**config.mk**
```make
export PLATFORM = sky130hd
export DESIGN_NAME = vp_clock_reset
export DESIGN_NICKNAME = d
export VERILOG_FILES = /design/src/common/vp_glue_pkg.sv /design/src/verilog/vp_clock_reset.sv
export SDC_FILE = /design/constraint.sdc
export NUM_CORES = 1
export LEC_CHECK = 0
export BUFFER_PORTS_ARGS = -buffer_cell sky130_fd_sc_hd__buf_4
export CAP_MARGIN = 20
export CORE_MARGIN = 4
export CORE_UTILIZATION = 61
export DETAILED_ROUTE_END_ITERATION = 6
export PLACE_DENSITY = 0.77
export SETUP_SLACK_MARGIN = 0.02
export SLEW_MARGIN = 20
export SYNTH_ARGS = -nofsm -noshare
export SYNTH_HDL_FRONTEND = slang
export SYNTH_SLANG_ARGS = --single-unit
```
**constraint.sdc**
```tcl
create_clock -name clk_sys -period 2.65 [get_ports clk_sys]
set_input_delay 0.3975 -clock clk_sys [delete_from_list [all_inputs] [get_ports clk_sys]]
set_output_delay 0.3975 -clock clk_sys [all_outputs]
set_load 0.01 [all_outputs]
```
**src/common/vp_glue_pkg.sv**
```systemverilog
/*
 * Videopac board glue shared definitions
 * Widths, bus structs, download FSM states and default constants
 * used by the clock, cartridge, input and video blocks.
 */
`default_nettype none

package vp_glue_pkg;

	////////////////////////////////////////
	// Plain vector types
	////////////////////////////////////////
	typedef logic [7:0]  byte_t;
	typedef logic [11:0] cart_addr_t;
	typedef logic [12:0] rom_addr_t;
	typedef logic [15:0] size_t;
	// Red, green, blue, luma from MSB down
	typedef logic [3:0]  color_idx_t;
	typedef logic [23:0] rgb_t;
	typedef logic [3:0]  snd_t;
	typedef logic [15:0] audio_t;
	// Bit 0 is "1" ... bit 8 is "9", bit 9 is "0"
	typedef logic [9:0]  numpad_t;

	////////////////////////////////////////
	// Structs
	////////////////////////////////////////

	// Key report from the PS/2 host, toggle flips per new key
	typedef struct packed {
		logic  toggle;
		logic  pressed;
		logic  extended;
		byte_t code;
	} ps2_key_t;

	// Event towards the console keyboard mapper
	typedef struct packed {
		logic  ready;
		logic  released;
		byte_t ascii;
	} key_event_t;

	// One gamepad, all buttons active high
	typedef struct packed {
		numpad_t numpad;
		logic    reset;
		logic    action;
		logic    up;
		logic    down;
		logic    left;
		logic    right;
	} joy_t;

	// Console joystick lines, active low
	// Bit 1 player A, bit 0 player B
	typedef struct packed {
		logic [1:0] up;
		logic [1:0] down;
		logic [1:0] left;
		logic [1:0] right;
		logic [1:0] action;
	} joy_pair_t;

	// Wishbone classic request from the download master
	typedef struct packed {
		logic      cyc;
		logic      stb;
		logic      we;
		rom_addr_t adr;
		byte_t     dat;
	} wb_req_t;

	typedef enum logic {
		WB_IDLE,
		WB_ACK
	} wb_state_e;

	////////////////////////////////////////
	// Default constants
	////////////////////////////////////////
	localparam int CPU_DIV_NTSC = 8;
	localparam int CPU_DIV_PAL  = 12;
	localparam int VDC_DIV_NTSC = 6;
	localparam int VDC_DIV_PAL  = 10;

	// Visible window in VDC clocks from hsync
	localparam int TRIM_LEFT  = 46;
	localparam int TRIM_RIGHT = 367;

	// Image size thresholds enabling bank bits
	localparam int BANK0_SIZE = 4096;
	localparam int BANK1_SIZE = 8192;

endpackage

`default_nettype wire

```
**src/verilog/vp_clock_reset.sv**
```systemverilog
/*
 * Videopac clock enables and console reset
 * Divides clk_sys into CPU and VDC enables per NTSC/PAL standard
 * and holds the console in reset on download or standard change.
 */
`timescale 1ns/1ps
`default_nettype none

module vp_clock_reset #(
	parameter int CPU_DIV_NTSC = vp_glue_pkg::CPU_DIV_NTSC,
	parameter int CPU_DIV_PAL  = vp_glue_pkg::CPU_DIV_PAL,
	parameter int VDC_DIV_NTSC = vp_glue_pkg::VDC_DIV_NTSC,
	parameter int VDC_DIV_PAL  = vp_glue_pkg::VDC_DIV_PAL
) (
	input  wire  clk_sys,
	input  wire  reset,
	input  logic pal_i,
	input  logic dl_active_i,
	input  logic joy_reset_i,
	output logic cpu_en_o,
	output logic vdc_en_o,
	output logic console_res_n_o
);

	// Wide enough for the largest divisor
	localparam int CW = 8;

	logic          pal_q;
	logic          pal_change;
	logic [CW-1:0] cpu_cnt;
	logic [CW-1:0] vdc_cnt;
	logic [CW-1:0] cpu_last;
	logic [CW-1:0] vdc_last;

	// Terminal counts for the selected standard
	assign cpu_last   = pal_i ? CW'(CPU_DIV_PAL - 1) : CW'(CPU_DIV_NTSC - 1);
	assign vdc_last   = pal_i ? CW'(VDC_DIV_PAL - 1) : CW'(VDC_DIV_NTSC - 1);
	assign pal_change = pal_q != pal_i;

	always_ff @(posedge clk_sys or posedge reset) begin
		if (reset) begin
			pal_q    <= 1'b0;
			cpu_cnt  <= '0;
			vdc_cnt  <= '0;
			cpu_en_o <= 1'b0;
			vdc_en_o <= 1'b0;
		end else begin
			pal_q <= pal_i;
			// Standard change restarts both dividers
			if (pal_change) begin
				cpu_cnt  <= '0;
				vdc_cnt  <= '0;
				cpu_en_o <= 1'b0;
				vdc_en_o <= 1'b0;
			end else begin
				cpu_en_o <= cpu_cnt == cpu_last;
				cpu_cnt  <= (cpu_cnt == cpu_last) ? '0 : cpu_cnt + 1'b1;
				vdc_en_o <= vdc_cnt == vdc_last;
				vdc_cnt  <= (vdc_cnt == vdc_last) ? '0 : vdc_cnt + 1'b1;
			end
		end
	end

	// Low active console reset
	assign console_res_n_o = ~(reset | dl_active_i | joy_reset_i | pal_change);

endmodule

`default_nettype wire

```
==> reports/metrics.yaml <==
run_status:
  status: "finished clean"
cts:
  cts_buffers: 3
  htreeDepth: 1
  post_cts_buffers: 0
  clock-sinks: 19
  ctsResizeCount: 0
  clk-insertion-delay-late_ns: 0.28
  cts_tree: "yes"
  cts_buffer_depth: 2
  clkTransAtPathRegs_ns: 0.10
  ctsHoldBuffers: 0
  cts-root-buf: "clkbuf_4"
route:
  wl_per_cell_microns: 14.2
  drt_wl_total_microns: 1580
  drt-initial-drc-count: 6
  drcViolationCount: 0
  num_vias: 691
  first_pass_iters: 4
  vias_per_cell: 6.23
  antenna_left: 0
die:
  die_h_microns: 47.7
  rows: 14
  start_util_pct: 64.5
  core_area_sq_mm: 0.00149
  die_area_sq_mm: 0.00227
  die_w_microns: 47.7
  ioPinCount: 8
timing:
  tightestPinTransition_ns: 0.695
  timing.final.crit_share_pct: 65.9
  worst_slack_ns: 0.903
  tns_ns: 0
  min_period_ns: 1.75
  hold_violations: 0
  fin_skew_ns: 0.00160
  drv_slew: 0
  setup_viol: 0
  fmax_ghz: 0.572
  rsz0062_at_grt: "false"
  slew_headroom_pct: 53.6
power:
  clkPwrFrac_pct: 26.2
  leakagePower_nw: 0.424
  p_int_w: 0.000402
  p_sw_w: 0.000139
  p_per_area_mw_per_mm2: 517
  sw_frac_of_total_pct: 25.7
  power_frac_comb_pct: 13.9
  vdd_drop_max_mv: 0.348
  seq_power_share_pct: 60.0
  p_total_w: 0.000541
yosys:
  syn-num-nets: 95
  syn_inst: 86
  yosysSeqAreaShare_pct: 49.5
  synth_area_per_cell_sq_um: 11.2
  syn_area_sq_um: 960
  ys_seq_elements: 19
  yosys.cell_types.count: 22
  ys_warn_count: 0
worst_setup_path:
  setup.worst_path.start: "pal_q$_DFF_PP0_"
  critPathKind: "flop to primary output"
  crit_path_max_fanout: 19
  reg2reg_depth: 5
  worst_setup_path_start_kind: "flop"
  timing.rr.start: "vdc_cnt[1]$_DFF_PP0_"
  end_kind: "primary output"
  cp_data_required_time_ns: 2.25
  r2r_end: "vdc_en_o$_DFF_PP0_"
  r2r_setup_slack_ns: 0.96
  crit_end: "console_res_n_o"
  critical_path_arrival_ns: 1.35
grt:
  antenna_found_initial: 0
  gr-total-overflow: 0
  grt_max_degree: 20
  grt_first_pass_wirelength_microns: 2660
  track_usage_pct: 16.8
  first_global_vias: 679
placed_design:
  dp_slack_ns: 0.976
  port_buffers: 7
  place.gp.congestion: 0.783
  hpwl_microns: 1110
layout:
  drive_gt1_share_pct: 16.8
  area_growth_syn_to_layout_pct: 8.87
  num-nets-final: 105
  antenna_cells: 0
job:
  maxCapViolations: 0
worst_hold_path:
  hp-class: "input port to asynchronous set/reset pin"
## worst min path at each step
stage | from | to
after floorplan | reset | cpu_cnt[0]$_DFF_PP0_
after global placement | vdc_cnt[0]$_DFF_PP0_ | vdc_cnt[0]$_DFF_PP0_
after detailed placement | cpu_cnt[0]$_DFF_PP0_ | cpu_cnt[0]$_DFF_PP0_
after CTS | reset | vdc_cnt[2]$_DFF_PP0_
after global routing | pal_i | pal_q$_DFF_PP0_
final | reset | cpu_cnt[3]$_DFF_PP0_
## power by group through the flow
| stage | clock network (W) | registers, W | logic (W) |
|---|---|---|---|
| 5_1_grt | 0.000160 | 0.000328 | 0.0000838 |
| 2_1_floorplan | 0 | 0.000326 | 0.0000586 |
| 4_1_cts | 0.000145 | 0.000324 | 0.0000759 |
| 3_5_place_dp | 0 | 0.000330 | 0.0000754 |
| 3_3_place_gp | 0 | 0.000329 | 0.0000742 |
| 6_report | 0.000142 | 0.000324 | 0.0000749 |
## layout by cell type (no fill, tap or decap)
cell type and instances:
dfrtp_1 19, nor3_1 9, buf_4 8, nand3_1 6, o21ai_0 6, or3_1 6, a211oi_1 6, xor2_1 5
nand2_1 4, ha_1 4, clkbuf_4 3, inv_1 2, nand3b_1 2, or4b_4 2, a211oi_4 2, xnor2_1 2
nand4_1 2, nor2b_1 2, or3b_4 1, nor3b_1 1, or3b_1 1, nor4_1 1, clkbuf_1 1
## routing by layer
metal	vias to the layer above	global-route usage (%)	routed length, microns
met1	338	20.9	745
li1	334	-	-
met5	-	0	0
met3	2	3.38	81
met4	0	6.99	9
met2	17	28.3	741
## synth_stat cells
cell type,n,area share [%]
or3b_1,1,0.91
dfrtp_1,19,50
nor2b_1,2,1.3
a211oi_4,2,4.2
or3b_4,1,1.2
buf_2,2,1.0
or3_1,6,3.9
a211oi_1,6,4.7
nor4_1,1,0.65
o21ai_0,6,3.1
ha_1,4,5.2
nor3b_1,1,0.78
buf_6,1,1.2
nand3b_1,2,1.6
nand4_1,2,1.3
nor3_1,9,4.7
nand3_1,6,3.1
inv_1,2,0.78
xor2_1,5,4.6
nand2_1,4,1.6
xnor2_1,2,1.8
or4b_4,2,2.9
## final cells by class
cell class,count,area [sq um]
sequential,19,475
multi-input combinational,62,455
fill,111,444
timing repair buffer,8,60.1
clock buffer,4,26.3
tap,16,20.0
inverter,2,7.51
## logic make-up after synthesis
logic type,count (synthesis),share of synthesized area [%]
DFF,19,49.5
buffers and inverters,5,3.00
xor gates and xnor gates,7,6.39
adders and majority gates,4,5.22
AOI/OAI and AO/OA,14,12.0
and+or+nand+nor,37,23.9
## sequential cells by signal (all words and copies together) (netlist names)
signal	cells
cpu_cnt	8
cpu_en_o	1
pal_q	1
vdc_cnt	8
vdc_en_o	1
## critical path, stage by stage, from the launching register on
cell	delay, ns
dfrtp_1	0.39
xor2_1	0.14
buf_4	0.20
nor4_1	0.18
buf_4	0.16
## metrics by stage
step / instances / util [%] / hold slack (ns) / instance area [sq um]
global route: 111 / 70.2 / 0.243 / 1040
finish: 111 / 70.2 / 0.220 / 1040
detailed placement: 107 / 68.4 / 0.495 / 1020
CTS: 111 / 70.2 / 0.241 / 1040
global placement: 107 / 68.4 / 0.489 / 1020
floorplan: 86 / - / 0.349 / 960
Note: power is estimated with default switching activity, not from simulation.
