### src/common/vp_glue_pkg.sv
/*
 * Videopac board glue shared definitions
 * Widths, bus structs, download FSM states and default constants
 * used by the clock, cartridge, input and video blocks.
 */
`default_nettype none

package vp_glue_pkg;

	////////////////////////////////////////
	// Plain vector types
	////////////////////////////////////////
	typedef logic [7:0]  byte_t;
	typedef logic [11:0] cart_addr_t;
	typedef logic [12:0] rom_addr_t;
	typedef logic [15:0] size_t;
	// Red, green, blue, luma from MSB down
	typedef logic [3:0]  color_idx_t;
	typedef logic [23:0] rgb_t;
	typedef logic [3:0]  snd_t;
	typedef logic [15:0] audio_t;
	// Bit 0 is "1" ... bit 8 is "9", bit 9 is "0"
	typedef logic [9:0]  numpad_t;

	////////////////////////////////////////
	// Structs
	////////////////////////////////////////

	// Key report from the PS/2 host, toggle flips per new key
	typedef struct packed {
		logic  toggle;
		logic  pressed;
		logic  extended;
		byte_t code;
	} ps2_key_t;

	// Event towards the console keyboard mapper
	typedef struct packed {
		logic  ready;
		logic  released;
		byte_t ascii;
	} key_event_t;

	// One gamepad, all buttons active high
	typedef struct packed {
		numpad_t numpad;
		logic    reset;
		logic    action;
		logic    up;
		logic    down;
		logic    left;
		logic    right;
	} joy_t;

	// Console joystick lines, active low
	// Bit 1 player A, bit 0 player B
	typedef struct packed {
		logic [1:0] up;
		logic [1:0] down;
		logic [1:0] left;
		logic [1:0] right;
		logic [1:0] action;
	} joy_pair_t;

	// Wishbone classic request from the download master
	typedef struct packed {
		logic      cyc;
		logic      stb;
		logic      we;
		rom_addr_t adr;
		byte_t     dat;
	} wb_req_t;

	typedef enum logic {
		WB_IDLE,
		WB_ACK
	} wb_state_e;

	////////////////////////////////////////
	// Default constants
	////////////////////////////////////////
	localparam int CPU_DIV_NTSC = 8;
	localparam int CPU_DIV_PAL  = 12;
	localparam int VDC_DIV_NTSC = 6;
	localparam int VDC_DIV_PAL  = 10;

	// Visible window in VDC clocks from hsync
	localparam int TRIM_LEFT  = 46;
	localparam int TRIM_RIGHT = 367;

	// Image size thresholds enabling bank bits
	localparam int BANK0_SIZE = 4096;
	localparam int BANK1_SIZE = 8192;

endpackage

`default_nettype wire

### src/verilog/vp_video_encoder.sv
/*
 * Videopac video encoder
 * Maps the 4-bit colour index onto calibrated NTSC or PAL RGB and
 * narrows the horizontal blank for overscan trimming.
 */
`timescale 1ns/1ps
`default_nettype none

module vp_video_encoder
	import vp_glue_pkg::*;
(
	input  wire        clk_sys,
	input  wire        reset,
	input  logic       vdc_en_i,
	input  logic       pal_palette_i,
	input  logic       trim_i,
	input  color_idx_t color_i,
	input  logic       hsync_n_i,
	input  logic       hblank_i,
	output rgb_t       rgb_o,
	output logic       hblank_o,
	output logic       ce_pix_o
);

	// Even entries plain, odd entries with luma
	localparam rgb_t LUT_NTSC [16] = '{
		24'h000000, 24'h676767,
		24'h1A37BE, 24'h5C80F6,
		24'h006D07, 24'h56C469,
		24'h2AAABE, 24'h77E6EB,
		24'h790000, 24'hC75151,
		24'h94309F, 24'hDC84E8,
		24'h77670B, 24'hC6B86A,
		24'hCECECE, 24'hFFFFFF
	};

	// Flatter saturated set for PAL sets
	localparam rgb_t LUT_PAL [16] = '{
		24'h000000, 24'h494949,
		24'h0000B6, 24'h4949FF,
		24'h00B601, 24'h49FF49,
		24'h00B6C9, 24'h49FFFF,
		24'hB60000, 24'hFF4949,
		24'hB600B6, 24'hFF49FF,
		24'hB6B600, 24'hFFFF49,
		24'hB6B6B6, 24'hFFFFFF
	};

	logic        hsync_n_q;
	logic [15:0] h_cnt;

	// Palette output register, no reset on pixel data
	always_ff @(posedge clk_sys) begin
		rgb_o <= pal_palette_i ? LUT_PAL[color_i] : LUT_NTSC[color_i];
	end

	////////////////////////////////////////
	// Horizontal position counter
	////////////////////////////////////////

	// Counts VDC clocks, zeroed where hsync goes active
	always_ff @(posedge clk_sys or posedge reset) begin
		if (reset) begin
			hsync_n_q <= 1'b1;
			h_cnt     <= '0;
		end else if (vdc_en_i) begin
			hsync_n_q <= hsync_n_i;
			if (hsync_n_q && !hsync_n_i)
				h_cnt <= '0;
			else
				h_cnt <= h_cnt + 1'b1;
		end
	end

	// Trimmed blank hides the ragged borders
	assign hblank_o = trim_i ?
		((h_cnt <= 16'(TRIM_LEFT)) || (h_cnt >= 16'(TRIM_RIGHT))) : hblank_i;

	assign ce_pix_o = vdc_en_i;

endmodule

`default_nettype wire
### config.mk
export PLATFORM = sky130hd
export DESIGN_NAME = vp_video_encoder
export DESIGN_NICKNAME = d
export VERILOG_FILES = /design/src/common/vp_glue_pkg.sv /design/src/verilog/vp_video_encoder.sv
export SDC_FILE = /design/constraint.sdc
export NUM_CORES = 1
export LEC_CHECK = 0
export ABC_CLOCK_PERIOD_IN_PS = 2150
export BUFFER_PORTS_ARGS = -buffer_cell sky130_fd_sc_hd__buf_4
export CAP_MARGIN = 15
export CORE_UTILIZATION = 55
export CTS_BUF_LIST = sky130_fd_sc_hd__clkbuf_4
export CTS_CLUSTER_DIAMETER = 40
export DETAILED_ROUTE_END_ITERATION = 10
export PLACE_DENSITY = 0.79
export SYNTH_ARGS = -nofsm -noshare
export SYNTH_HDL_FRONTEND = slang
export SYNTH_SLANG_ARGS = --single-unit
### constraint.sdc
create_clock -name clk_sys -period 2.15 [get_ports clk_sys]
set_clock_uncertainty 0.05 [all_clocks]
set_input_delay 0.215 -clock clk_sys [delete_from_list [all_inputs] [get_ports clk_sys]]
set_output_delay 0.215 -clock clk_sys [all_outputs]
set_load 0.05 [all_outputs]
==> impl_metrics.tcl <==
set metrics [dict create \
    ys_ff_latch 41 \
    rr_startpoint "h_cnt[1]$_DFFE_PP0P_" \
    worstMarginPinSlew_ns 0.638 \
    final_hold_viol_count 0 \
    cp-start-kind "flop" \
    setup_violations 0 \
    crit_arrival_ns 1.73 \
    fin_area_mm2 0.00246 \
    grt.busiest_layer "met2" \
    drt_iter0_drc 212 \
    io_pins 37 \
    grt_pass1_wl_um 7460 \
    clkTransAtPathRegs_ns 0.11 \
    dpl.hpwl_um 2990 \
    numCtsBuffers 5 \
    vias 1823 \
    worstSkewPairLatency_ns 0.34 \
    status "complete, no violations" \
    ys_top_cells_by_count "dfxtp_1, a21oi_1, nand2_1" \
    yosysSeqAreaShare_pct 43.0 \
    startpoint "h_cnt[0]$_DFFE_PP0P_" \
    postRouteAntennaNets 0 \
    grt.overflow.total 0 \
    antenna_found_initial 0 \
    cts-root-buf "clkbuf_4" \
    htree_levels 2 \
    rows 22 \
    synth_warnings 0 \
    end_kind "primary output" \
    fin_crit_ns 2.00 \
    netlist.area_leader.share_pct 22.8 \
    placed_cell_area_mm2 0.00236 \
    hp-start "hsync_n_i" \
    leakagePower_uw 0.00107 \
    grtUsageTotal_pct 23.5 \
    grt_max_degree 39 \
    r2r_slack_ns 0.30 \
    core_area_mm2 0.00366 \
    hp-class "in2reg" \
    crit_fanout 5 \
    setup.worst_path.class "reg2out" \
    die_w_um 63.9 \
    p_per_area_mw_per_mm2 756 \
    met3_usage_pct 6.07 \
    syn_avg_cell_area_um2 8.82 \
    area_growth_pct 16.9 \
    start_util_pct 57.6 \
    grtUsageMet1_pct 28.5 \
    synthDistinctLibCells 51 \
    vdd_drop_max_mv 0.466 \
    min_period_over_period_pct 93.0 \
    die_h_um 63.9 \
    drc 0 \
    wl_per_cell_um 13.3 \
    vias_per_cell 5.73 \
    maxSlewHeadroom_pct 57.4 \
    dieArea_mm2 0.00409 \
    synth_top_cell_by_area "dfxtp_1" \
    final_max_slew_viol_count 0 \
    final-instance-count-excl-fill 318 \
    maxCapViolCount 0 \
    dp_cells 308 \
    wirelength_um 4230 \
    synth_edf_count 0 \
    first_global_vias 1669 \
    drive_gt1_share_pct 21.1 \
    rsz0062_at_grt "yes" \
    timing.fmax_mhz 500 \
    cp.required_ns 1.88 \
    cts_num_sinks 41 \
    diodes 0 \
    yosys.cell_count.top_type "dfxtp_1" \
    io_buffers 36 \
    cts_tree "yes" \
    netlist_area_mm2 0.00211 \
    synth_ff_type "dfxtp_1" \
    clockBufferDepth 2 \
    syn_inst 239 \
    gp_congestion 0.859 \
    synth_nets 258 \
    drt_first_pass_iters 4 \
    async_flop_share_pct 41.5 \
    met2_usage_pct 39.4 \
    synthTopCellsByArea "dfxtp_1, dfrtp_1, a21oi_1" \
    fin_nets 288 \
]
-- path summary, 6_finish.rpt --
check	cells past startpoint	end
max	6	hblank_o
min	2	hsync_n_q$_DFFE_PP1P_
max reg2reg	5	h_cnt[14]$_DFFE_PP0P_
min reg2reg	2	h_cnt[15]$_DFFE_PP0P_
max in group asynchronous	3	h_cnt[1]$_DFFE_PP0P_
min in group asynchronous	3	h_cnt[13]$_DFFE_PP0P_
-- timing repair --
action / 4_1_cts / 5_1_grt
pin swaps: 0 / 4
cloned: 0 / 0
endpoints found under the hold margin: 16 / 1
buffers inserted: 0 / 0
hold buffers: 1 / 1
gates resized for setup: 2 / 6
setup endpoints to repair: 1 / 1
-- through the flow --
| stage | power (uW) | utilization [%] | hold slack [ns] | setup TNS [ns] | worst slack (ns) |
|---|---|---|---|---|---|
| finish | 1860 | 67.3 | 0.0653 | 0 | 0.151 |
| global route | 1980 | 67.3 | 0.0394 | -0.0161 | -0.0161 |
| CTS | 1850 | 66.5 | 0.000916 | 0 | 0.0106 |
| detailed placement | 1460 | 64.5 | 0.295 | 0 | 0.297 |
| global placement | 1450 | 64.5 | 0.283 | 0 | 0.356 |
| floorplan | 1320 | - | 0.0903 | 0 | 0.378 |
-- cell usage in the layout, fill, tap and decap left out, types with 3 or more instances in the layout --
| cell | n |
|---|---|
| a211oi_1 | 5 |
| a21oi_1 | 23 |
| a31oi_1 | 6 |
| and2_1 | 5 |
| buf_4 | 36 |
| clkbuf_4 | 7 |
| dfrtp_1 | 14 |
| dfxtp_1 | 24 |
| ha_1 | 7 |
| inv_1 | 8 |
| nand2_1 | 21 |
| nand2b_1 | 4 |
| nand3_1 | 6 |
| nor2_1 | 18 |
| nor2b_1 | 5 |
| nor3_1 | 3 |
| o21ai_0 | 15 |
| o31ai_1 | 4 |
| or4_1 | 4 |
| xnor2_1 | 4 |
| xor2_1 | 6 |
-- kinds of logic (layout without fill, tap and decap cells) --
logic type                 after synthesis  after routing  synth area share [%]
xor gates and xnor gates                10             10                  4.15
muxes                                    3              3                  1.48
adders and majority gates                8              8                  4.75
DFF                                     41             41                  43.0
and+or+nand+nor                         80             80                  19.8
AOI/OAI and AO/OA                       72             72                  21.2
buffers and inverters                   25             56                  5.58
-- per-layer routing --
layer	vias to the layer above	share of wire [%]
met5	-	0
met4	0	0.50
met3	2	5.5
met2	54	51
met1	853	43
li1	914	-
-- worst max-delay path, stage by stage (launching register included) --
cell and delay (ns):
dfrtp_2 0.46, inv_2 0.07, ha_4 0.12, o21bai_1 0.07
a2111oi_2 0.31, o22a_1 0.21, buf_6 0.16
-- where the power goes --
part           total, uW  leakage [uW]  internal (uW)  switching, uW
registers            943      0.000428            854           88.5
clock network        386     0.0000338            151            234
logic                535      0.000609            196            339
total               1860       0.00107           1200            662
-- sequential cells by signal, summed over array words and instances (netlist names) --
name / flops
hsync_n_q: 1
rgb_o: 24
h_cnt: 16
-- final cells by class --
class / count / area, um2
repair buffers: 39 / 302
clock buffers: 7 / 52.6
flip-flops and latches: 41 / 910
inverters: 9 / 33.8
well taps: 48 / 60.1
clock inverters: 1 / 3.75
multi-input cells: 173 / 1100
fillers: 297 / 1200
Note: power is estimated with default switching activity, not from simulation.
