--- config.mk ---
export PLATFORM = sky130hd
export DESIGN_NAME = vp_input_front
export DESIGN_NICKNAME = d
export VERILOG_FILES = /design/src/common/vp_glue_pkg.sv /design/src/input/vp_input_front.sv
export SDC_FILE = /design/constraint.sdc
export NUM_CORES = 1
export LEC_CHECK = 0
export ABC_CLOCK_PERIOD_IN_PS = 1500
export BUFFER_PORTS_ARGS = -buffer_cell sky130_fd_sc_hd__buf_2
export CORE_UTILIZATION = 30
export CTS_CLUSTER_SIZE = 16
export DETAILED_ROUTE_END_ITERATION = 10
export SLEW_MARGIN = 5
export SYNTH_ARGS = -nofsm -noshare
export SYNTH_HDL_FRONTEND = slang
export SYNTH_SLANG_ARGS = --single-unit
--- constraint.sdc ---
create_clock -name clk_sys -period 1.5 [get_ports clk_sys]
set_input_delay 0.075 -clock clk_sys [delete_from_list [all_inputs] [get_ports clk_sys]]
set_output_delay 0.075 -clock clk_sys [all_outputs]
set_load 0.005 [all_outputs]
--- src/common/vp_glue_pkg.sv ---
/*
 * Videopac board glue shared definitions
 * Widths, bus structs, download FSM states and default constants
 * used by the clock, cartridge, input and video blocks.
 */
`default_nettype none

package vp_glue_pkg;

	////////////////////////////////////////
	// Plain vector types
	////////////////////////////////////////
	typedef logic [7:0]  byte_t;
	typedef logic [11:0] cart_addr_t;
	typedef logic [12:0] rom_addr_t;
	typedef logic [15:0] size_t;
	// Red, green, blue, luma from MSB down
	typedef logic [3:0]  color_idx_t;
	typedef logic [23:0] rgb_t;
	typedef logic [3:0]  snd_t;
	typedef logic [15:0] audio_t;
	// Bit 0 is "1" ... bit 8 is "9", bit 9 is "0"
	typedef logic [9:0]  numpad_t;

	////////////////////////////////////////
	// Structs
	////////////////////////////////////////

	// Key report from the PS/2 host, toggle flips per new key
	typedef struct packed {
		logic  toggle;
		logic  pressed;
		logic  extended;
		byte_t code;
	} ps2_key_t;

	// Event towards the console keyboard mapper
	typedef struct packed {
		logic  ready;
		logic  released;
		byte_t ascii;
	} key_event_t;

	// One gamepad, all buttons active high
	typedef struct packed {
		numpad_t numpad;
		logic    reset;
		logic    action;
		logic    up;
		logic    down;
		logic    left;
		logic    right;
	} joy_t;

	// Console joystick lines, active low
	// Bit 1 player A, bit 0 player B
	typedef struct packed {
		logic [1:0] up;
		logic [1:0] down;
		logic [1:0] left;
		logic [1:0] right;
		logic [1:0] action;
	} joy_pair_t;

	// Wishbone classic request from the download master
	typedef struct packed {
		logic      cyc;
		logic      stb;
		logic      we;
		rom_addr_t adr;
		byte_t     dat;
	} wb_req_t;

	typedef enum logic {
		WB_IDLE,
		WB_ACK
	} wb_state_e;

	////////////////////////////////////////
	// Default constants
	////////////////////////////////////////
	localparam int CPU_DIV_NTSC = 8;
	localparam int CPU_DIV_PAL  = 12;
	localparam int VDC_DIV_NTSC = 6;
	localparam int VDC_DIV_PAL  = 10;

	// Visible window in VDC clocks from hsync
	localparam int TRIM_LEFT  = 46;
	localparam int TRIM_RIGHT = 367;

	// Image size thresholds enabling bank bits
	localparam int BANK0_SIZE = 4096;
	localparam int BANK1_SIZE = 8192;

endpackage

`default_nettype wire

--- src/input/vp_input_front.sv ---
/*
 * Videopac input front end
 * Turns PS/2 scancodes and gamepad number buttons into key events
 * for the console keyboard mapper; routes both joysticks active low.
 */
`timescale 1ns/1ps
`default_nettype none

module vp_input_front
	import vp_glue_pkg::*;
(
	input  wire        clk_sys,
	input  wire        reset,
	input  ps2_key_t   ps2_key_i,
	input  joy_t       joy_a_i,
	input  joy_t       joy_b_i,
	input  logic       swap_i,
	output key_event_t key_o,
	output joy_pair_t  joy_o,
	output logic       joy_reset_o
);

	logic    toggle_q;
	numpad_t numpad_q;
	numpad_t numpad;
	logic    ps2_changed;
	logic    joy_changed;
	byte_t   ps2_ascii;
	byte_t   joy_ascii;
	joy_t    joya;
	joy_t    joyb;

	assign numpad      = joy_a_i.numpad | joy_b_i.numpad;
	assign ps2_changed = ps2_key_i.toggle != toggle_q;
	assign joy_changed = numpad != numpad_q;

	////////////////////////////////////////
	// Scancode table
	////////////////////////////////////////

	// Extended flag ignored, set 2 codes only
	always_comb begin
		case (ps2_key_i.code)
			8'h45: ps2_ascii = "0";
			8'h16: ps2_ascii = "1";
			8'h1E: ps2_ascii = "2";
			8'h26: ps2_ascii = "3";
			8'h25: ps2_ascii = "4";
			8'h2E: ps2_ascii = "5";
			8'h36: ps2_ascii = "6";
			8'h3D: ps2_ascii = "7";
			8'h3E: ps2_ascii = "8";
			8'h46: ps2_ascii = "9";
			8'h1C: ps2_ascii = "a";
			8'h32: ps2_ascii = "b";
			8'h21: ps2_ascii = "c";
			8'h23: ps2_ascii = "d";
			8'h24: ps2_ascii = "e";
			8'h2B: ps2_ascii = "f";
			8'h34: ps2_ascii = "g";
			8'h33: ps2_ascii = "h";
			8'h43: ps2_ascii = "i";
			8'h3B: ps2_ascii = "j";
			8'h42: ps2_ascii = "k";
			8'h4B: ps2_ascii = "l";
			8'h3A: ps2_ascii = "m";
			8'h31: ps2_ascii = "n";
			8'h44: ps2_ascii = "o";
			8'h4D: ps2_ascii = "p";
			8'h15: ps2_ascii = "q";
			8'h2D: ps2_ascii = "r";
			8'h1B: ps2_ascii = "s";
			8'h2C: ps2_ascii = "t";
			8'h3C: ps2_ascii = "u";
			8'h2A: ps2_ascii = "v";
			8'h1D: ps2_ascii = "w";
			8'h22: ps2_ascii = "x";
			8'h35: ps2_ascii = "y";
			8'h1A: ps2_ascii = "z";
			8'h29: ps2_ascii = " ";
			// Keypad operators and equals
			8'h79: ps2_ascii = "+";
			8'h7B: ps2_ascii = "-";
			8'h7C: ps2_ascii = "*";
			8'h4A: ps2_ascii = "/";
			8'h55: ps2_ascii = "=";
			// GUI keys act as yes / no
			8'h1F: ps2_ascii = 8'h11;
			8'h27: ps2_ascii = 8'h12;
			8'h5A: ps2_ascii = 8'd10;
			8'h66: ps2_ascii = 8'd8;
			default: ps2_ascii = 8'h00;
		endcase
	end

	// Lowest held button wins, scan from the top down
	always_comb begin
		joy_ascii = 8'h00;
		for (int i = 9; i >= 0; i--) begin
			if (numpad[i])
				joy_ascii = (i == 9) ? byte_t'("0") : byte_t'(8'h31 + i);
		end
	end

	////////////////////////////////////////
	// Event register
	////////////////////////////////////////

	always_ff @(posedge clk_sys or posedge reset) begin
		if (reset) begin
			toggle_q <= 1'b0;
			numpad_q <= '0;
			key_o    <= '0;
		end else begin
			toggle_q    <= ps2_key_i.toggle;
			numpad_q    <= numpad;
			key_o.ready <= ps2_changed | joy_changed;
			// PS/2 takes priority over the pads
			if (ps2_changed) begin
				key_o.ascii    <= ps2_ascii;
				key_o.released <= ~ps2_key_i.pressed;
			end else begin
				key_o.ascii    <= joy_ascii;
				key_o.released <= numpad == '0;
			end
		end
	end

	////////////////////////////////////////
	// Joystick routing
	////////////////////////////////////////

	assign joya = swap_i ? joy_b_i : joy_a_i;
	assign joyb = swap_i ? joy_a_i : joy_b_i;

	// Console lines are low when pressed
	assign joy_o.up     = {~joya.up, ~joyb.up};
	assign joy_o.down   = {~joya.down, ~joyb.down};
	assign joy_o.left   = {~joya.left, ~joyb.left};
	assign joy_o.right  = {~joya.right, ~joyb.right};
	assign joy_o.action = {~joya.action, ~joyb.action};

	// Both pads pressing reset restarts the console
	assign joy_reset_o = joy_a_i.reset & joy_b_i.reset;

endmodule

`default_nettype wire

==> impl_metrics.yaml <==
status:
  status: "finished, final reports clean"
power:
  clkPwrFrac_pct: 25.4
  p_switching_mw: 0.5053
  p_leak_nw: 1.279
  vdd_drop_max_uv: 382.5
  p_comb_share_pct: 38.4
  seq_power_share_pct: 36.2
  p_total_mw: 1.620
  switching_share_pct: 31.19
  internal_power_mw: 1.115
  p_per_area_nw_per_um2: 586.3
floorplanning:
  rows: 29
  start_util_pct: 30.94
  die_x_um: 82.69
  ios: 67
  core_um2: 6314
  die_area_um2: 6837
  die_h_um: 82.69
drt:
  dr.pass1.iters: 6
  via_count: 2090
  final_antenna_net_count: 0
  drt_iter0_drc: 103
  wl_per_cell_um: 13.57
  viasPerCell: 5.036
  drt-total-wl_um: 5633
  drcViolationCount: 0
synth:
  synth_adder_area_share_pct: 5.125
  syn-cell-area_um2: 1953
  synth_seq_cells: 20
  yosys.area_share.simple_pct: 21.59
  synth_top_cells_by_area: "dfrtp_1 26%, mux2i_1 7.2%, ha_1 5.1%"
  synth_compound_area_share_pct: 24.47
  synth_edf_count: 0
  synthMuxAreaShare_pct: 8.905
  synthXorXnorAreaFrac_pct: 5.830
  synth_top_family_by_area: "compound AO/OA/AOI/OAI gates"
  synth.avg_cell_area_um2: 7.972
  synth-seq-area-share_pct: 25.62
  synth_cell_types: 56
  yosys.area.top_type: "dfrtp_1"
  synth-main-ff-cell: "dfrtp_1"
  yosysTopAreaCellShare_pct: 25.62
  synth_warnings: 0
  synth_nets: 299
  synthArstFlopShare_pct: 100.0
  synth_cells: 245
clock_network:
  clkSlewWorstSetupHoldPaths_ns: 0.08
  post_cts_buffers: 0
  clock_path_buffers: 2
  clock-sinks: 20
  cts_tree: "built"
  cts_buffers: 3
  insertion_delay_ns: 0.26
  cts_max_level: 1
  clock-root-buffer: "clkbuf_8"
global_route:
  antenna_found_initial: 0
  grt-ovfl-total: 0
  grtUsageTotal_pct: 16.85
  grt_pass1_wl_um: 8901
  grt_pass1_vias: 1896
  grt_max_degree: 33
min_path:
  hold_class: "in2reg"
setup_path:
  arrival_ns: 1.61
  cp.required_ns: 1.70
  path_class: "in2reg"
  critPathCaptureType: "register"
  start_kind: "primary input"
  crit_fanout: 3
final_layout:
  nets: 393
  drive_above_1_share_pct: 37.57
  finalInstanceArea_um2: 2763
  area_delta_synth_final_pct: 41.45
  diodes: 0
sta:
  fin_skew_ns: 0.005319
  finalCriticalPeriod_ns: 1.410
  finalCritPeriodShare_pct: 93.97
  drv_slew: 0
  grt_setup_unrepaired: "false"
  finalSetupViolations: 0
  hold_violations: 0
  fmax_mhz: 709.4
place:
  gp_congestion: 0.8384
  place_area_um2: 2639
  dp_hpwl_um: 4480
  portBuffers: 64
flow_run:
  maxCapViolCount: 0
## layer usage
metal | GRT usage [%] | wire length, µm
met2 | 29.59 | 2716
met4 | 3.621 | 24
met5 | 0 | 0
met1 | 22.33 | 2595
met3 | 1.319 | 296
## layout by cell type (no fill, tap or decap), types with 4 or more instances in the layout
master / n
a31oi_1: 10
buf_2: 63
mux2i_1: 14
nor2_1: 20
xnor2_1: 10
a21oi_1: 13
inv_1: 13
nand2_1: 16
o31ai_1: 5
dfrtp_1: 20
nand2b_1: 14
o21ai_0: 10
ha_1: 5
buf_4: 43
a211oi_1: 4
nor3_1: 8
clkbuf_8: 4
## Yosys cell counts, types with 2 or more instances
cell type	count
a211oi_1	4
nor4_1	2
nor2b_1	2
o21ai_0	10
mux2i_1	14
a21oi_1	13
dfrtp_1	20
buf_1	2
ha_1	8
xnor2_1	10
o211ai_1	2
a31oi_1	10
a311oi_1	2
a22oi_1	2
nand2b_1	14
nand3b_1	3
a311o_1	2
o2111ai_1	2
nor3_1	8
and3_1	2
nand4_1	3
nand3_1	3
nand2_1	16
o211a_1	2
inv_1	15
and2_1	2
buf_2	9
clkbuf_1	8
nor2_1	21
xor2_1	3
a21boi_0	2
o31ai_1	5
## stage by stage
step / instances / worst slack [ns] / setup TNS (ns) / hold WS (ns) / util, %
finish: 415 / 0.09044 / 0 / 0.04246 / 43.76
detailed placement: 408 / -0.2633 / -1.205 / 0.1133 / 41.80
CTS: 415 / 0.007317 / 0 / 0.04330 / 43.14
floorplan: 245 / -0.03595 / -0.03595 / 0.03883 / -
global route: 415 / 0.009587 / 0 / 0.07393 / 43.76
global placement: 408 / -0.2010 / -0.8768 / 0.1150 / 41.80
## state kept, by name (all words and copies together), names as in the netlist
register  count
key_o         9
numpad_q     10
toggle_q      1
## area by class of cell
class / count / area, µm²
clock buffers: 4 / 55.05
fillers: 674 / 3551
inverters: 16 / 67.56
multi-input cells: 188 / 1355
flip-flops and latches: 20 / 500.5
well taps: 77 / 96.34
repair buffers: 110 / 688.2
## power groups by stage
stage	Sequential, mW	Clock, mW	Combinational [mW]
floorplan	0.598	0	0.349
global placement	0.596	0	0.598
detailed placement	0.597	0	0.607
CTS	0.586	0.418	0.615
global route	0.590	0.437	0.688
finish	0.586	0.411	0.622
## final timing paths
kind,from,to,slack [ns],depth (start not counted)
min reg2reg,numpad_q[4],key_o[9],0.58,3
min in group asynchronous,reset,numpad_q[7],0.38,4
max,ps2_key_i[10],key_o[3],0.09,6
max reg2reg,toggle_q,key_o[3],0.12,4
min,joy_a_i[6],numpad_q[0],0.04,3
max in group asynchronous,reset,numpad_q[4],0.91,4
## worst max-delay path, stage by stage
cell           delay [ns]
dlygate4sd3_1        0.53
buf_4                0.15
xor2_2               0.15
nand2b_1             0.10
or4_4                0.52
nand3_2              0.08
## cell families after synthesis
family          after synthesis
mux                          16
xor+xnor                     13
flops                        20
fa+ha+maj                     8
buf+inv                      37
other cells                   1
simple gates                 81
compound gates               69
## what timing repair did
item                                   CTS  global route
hold buffers                             3             0
resized for setup                        0             8
setup endpoints to repair                0             6
endpoints found under the hold margin   22             0
Power figures use the tool's default switching activity.
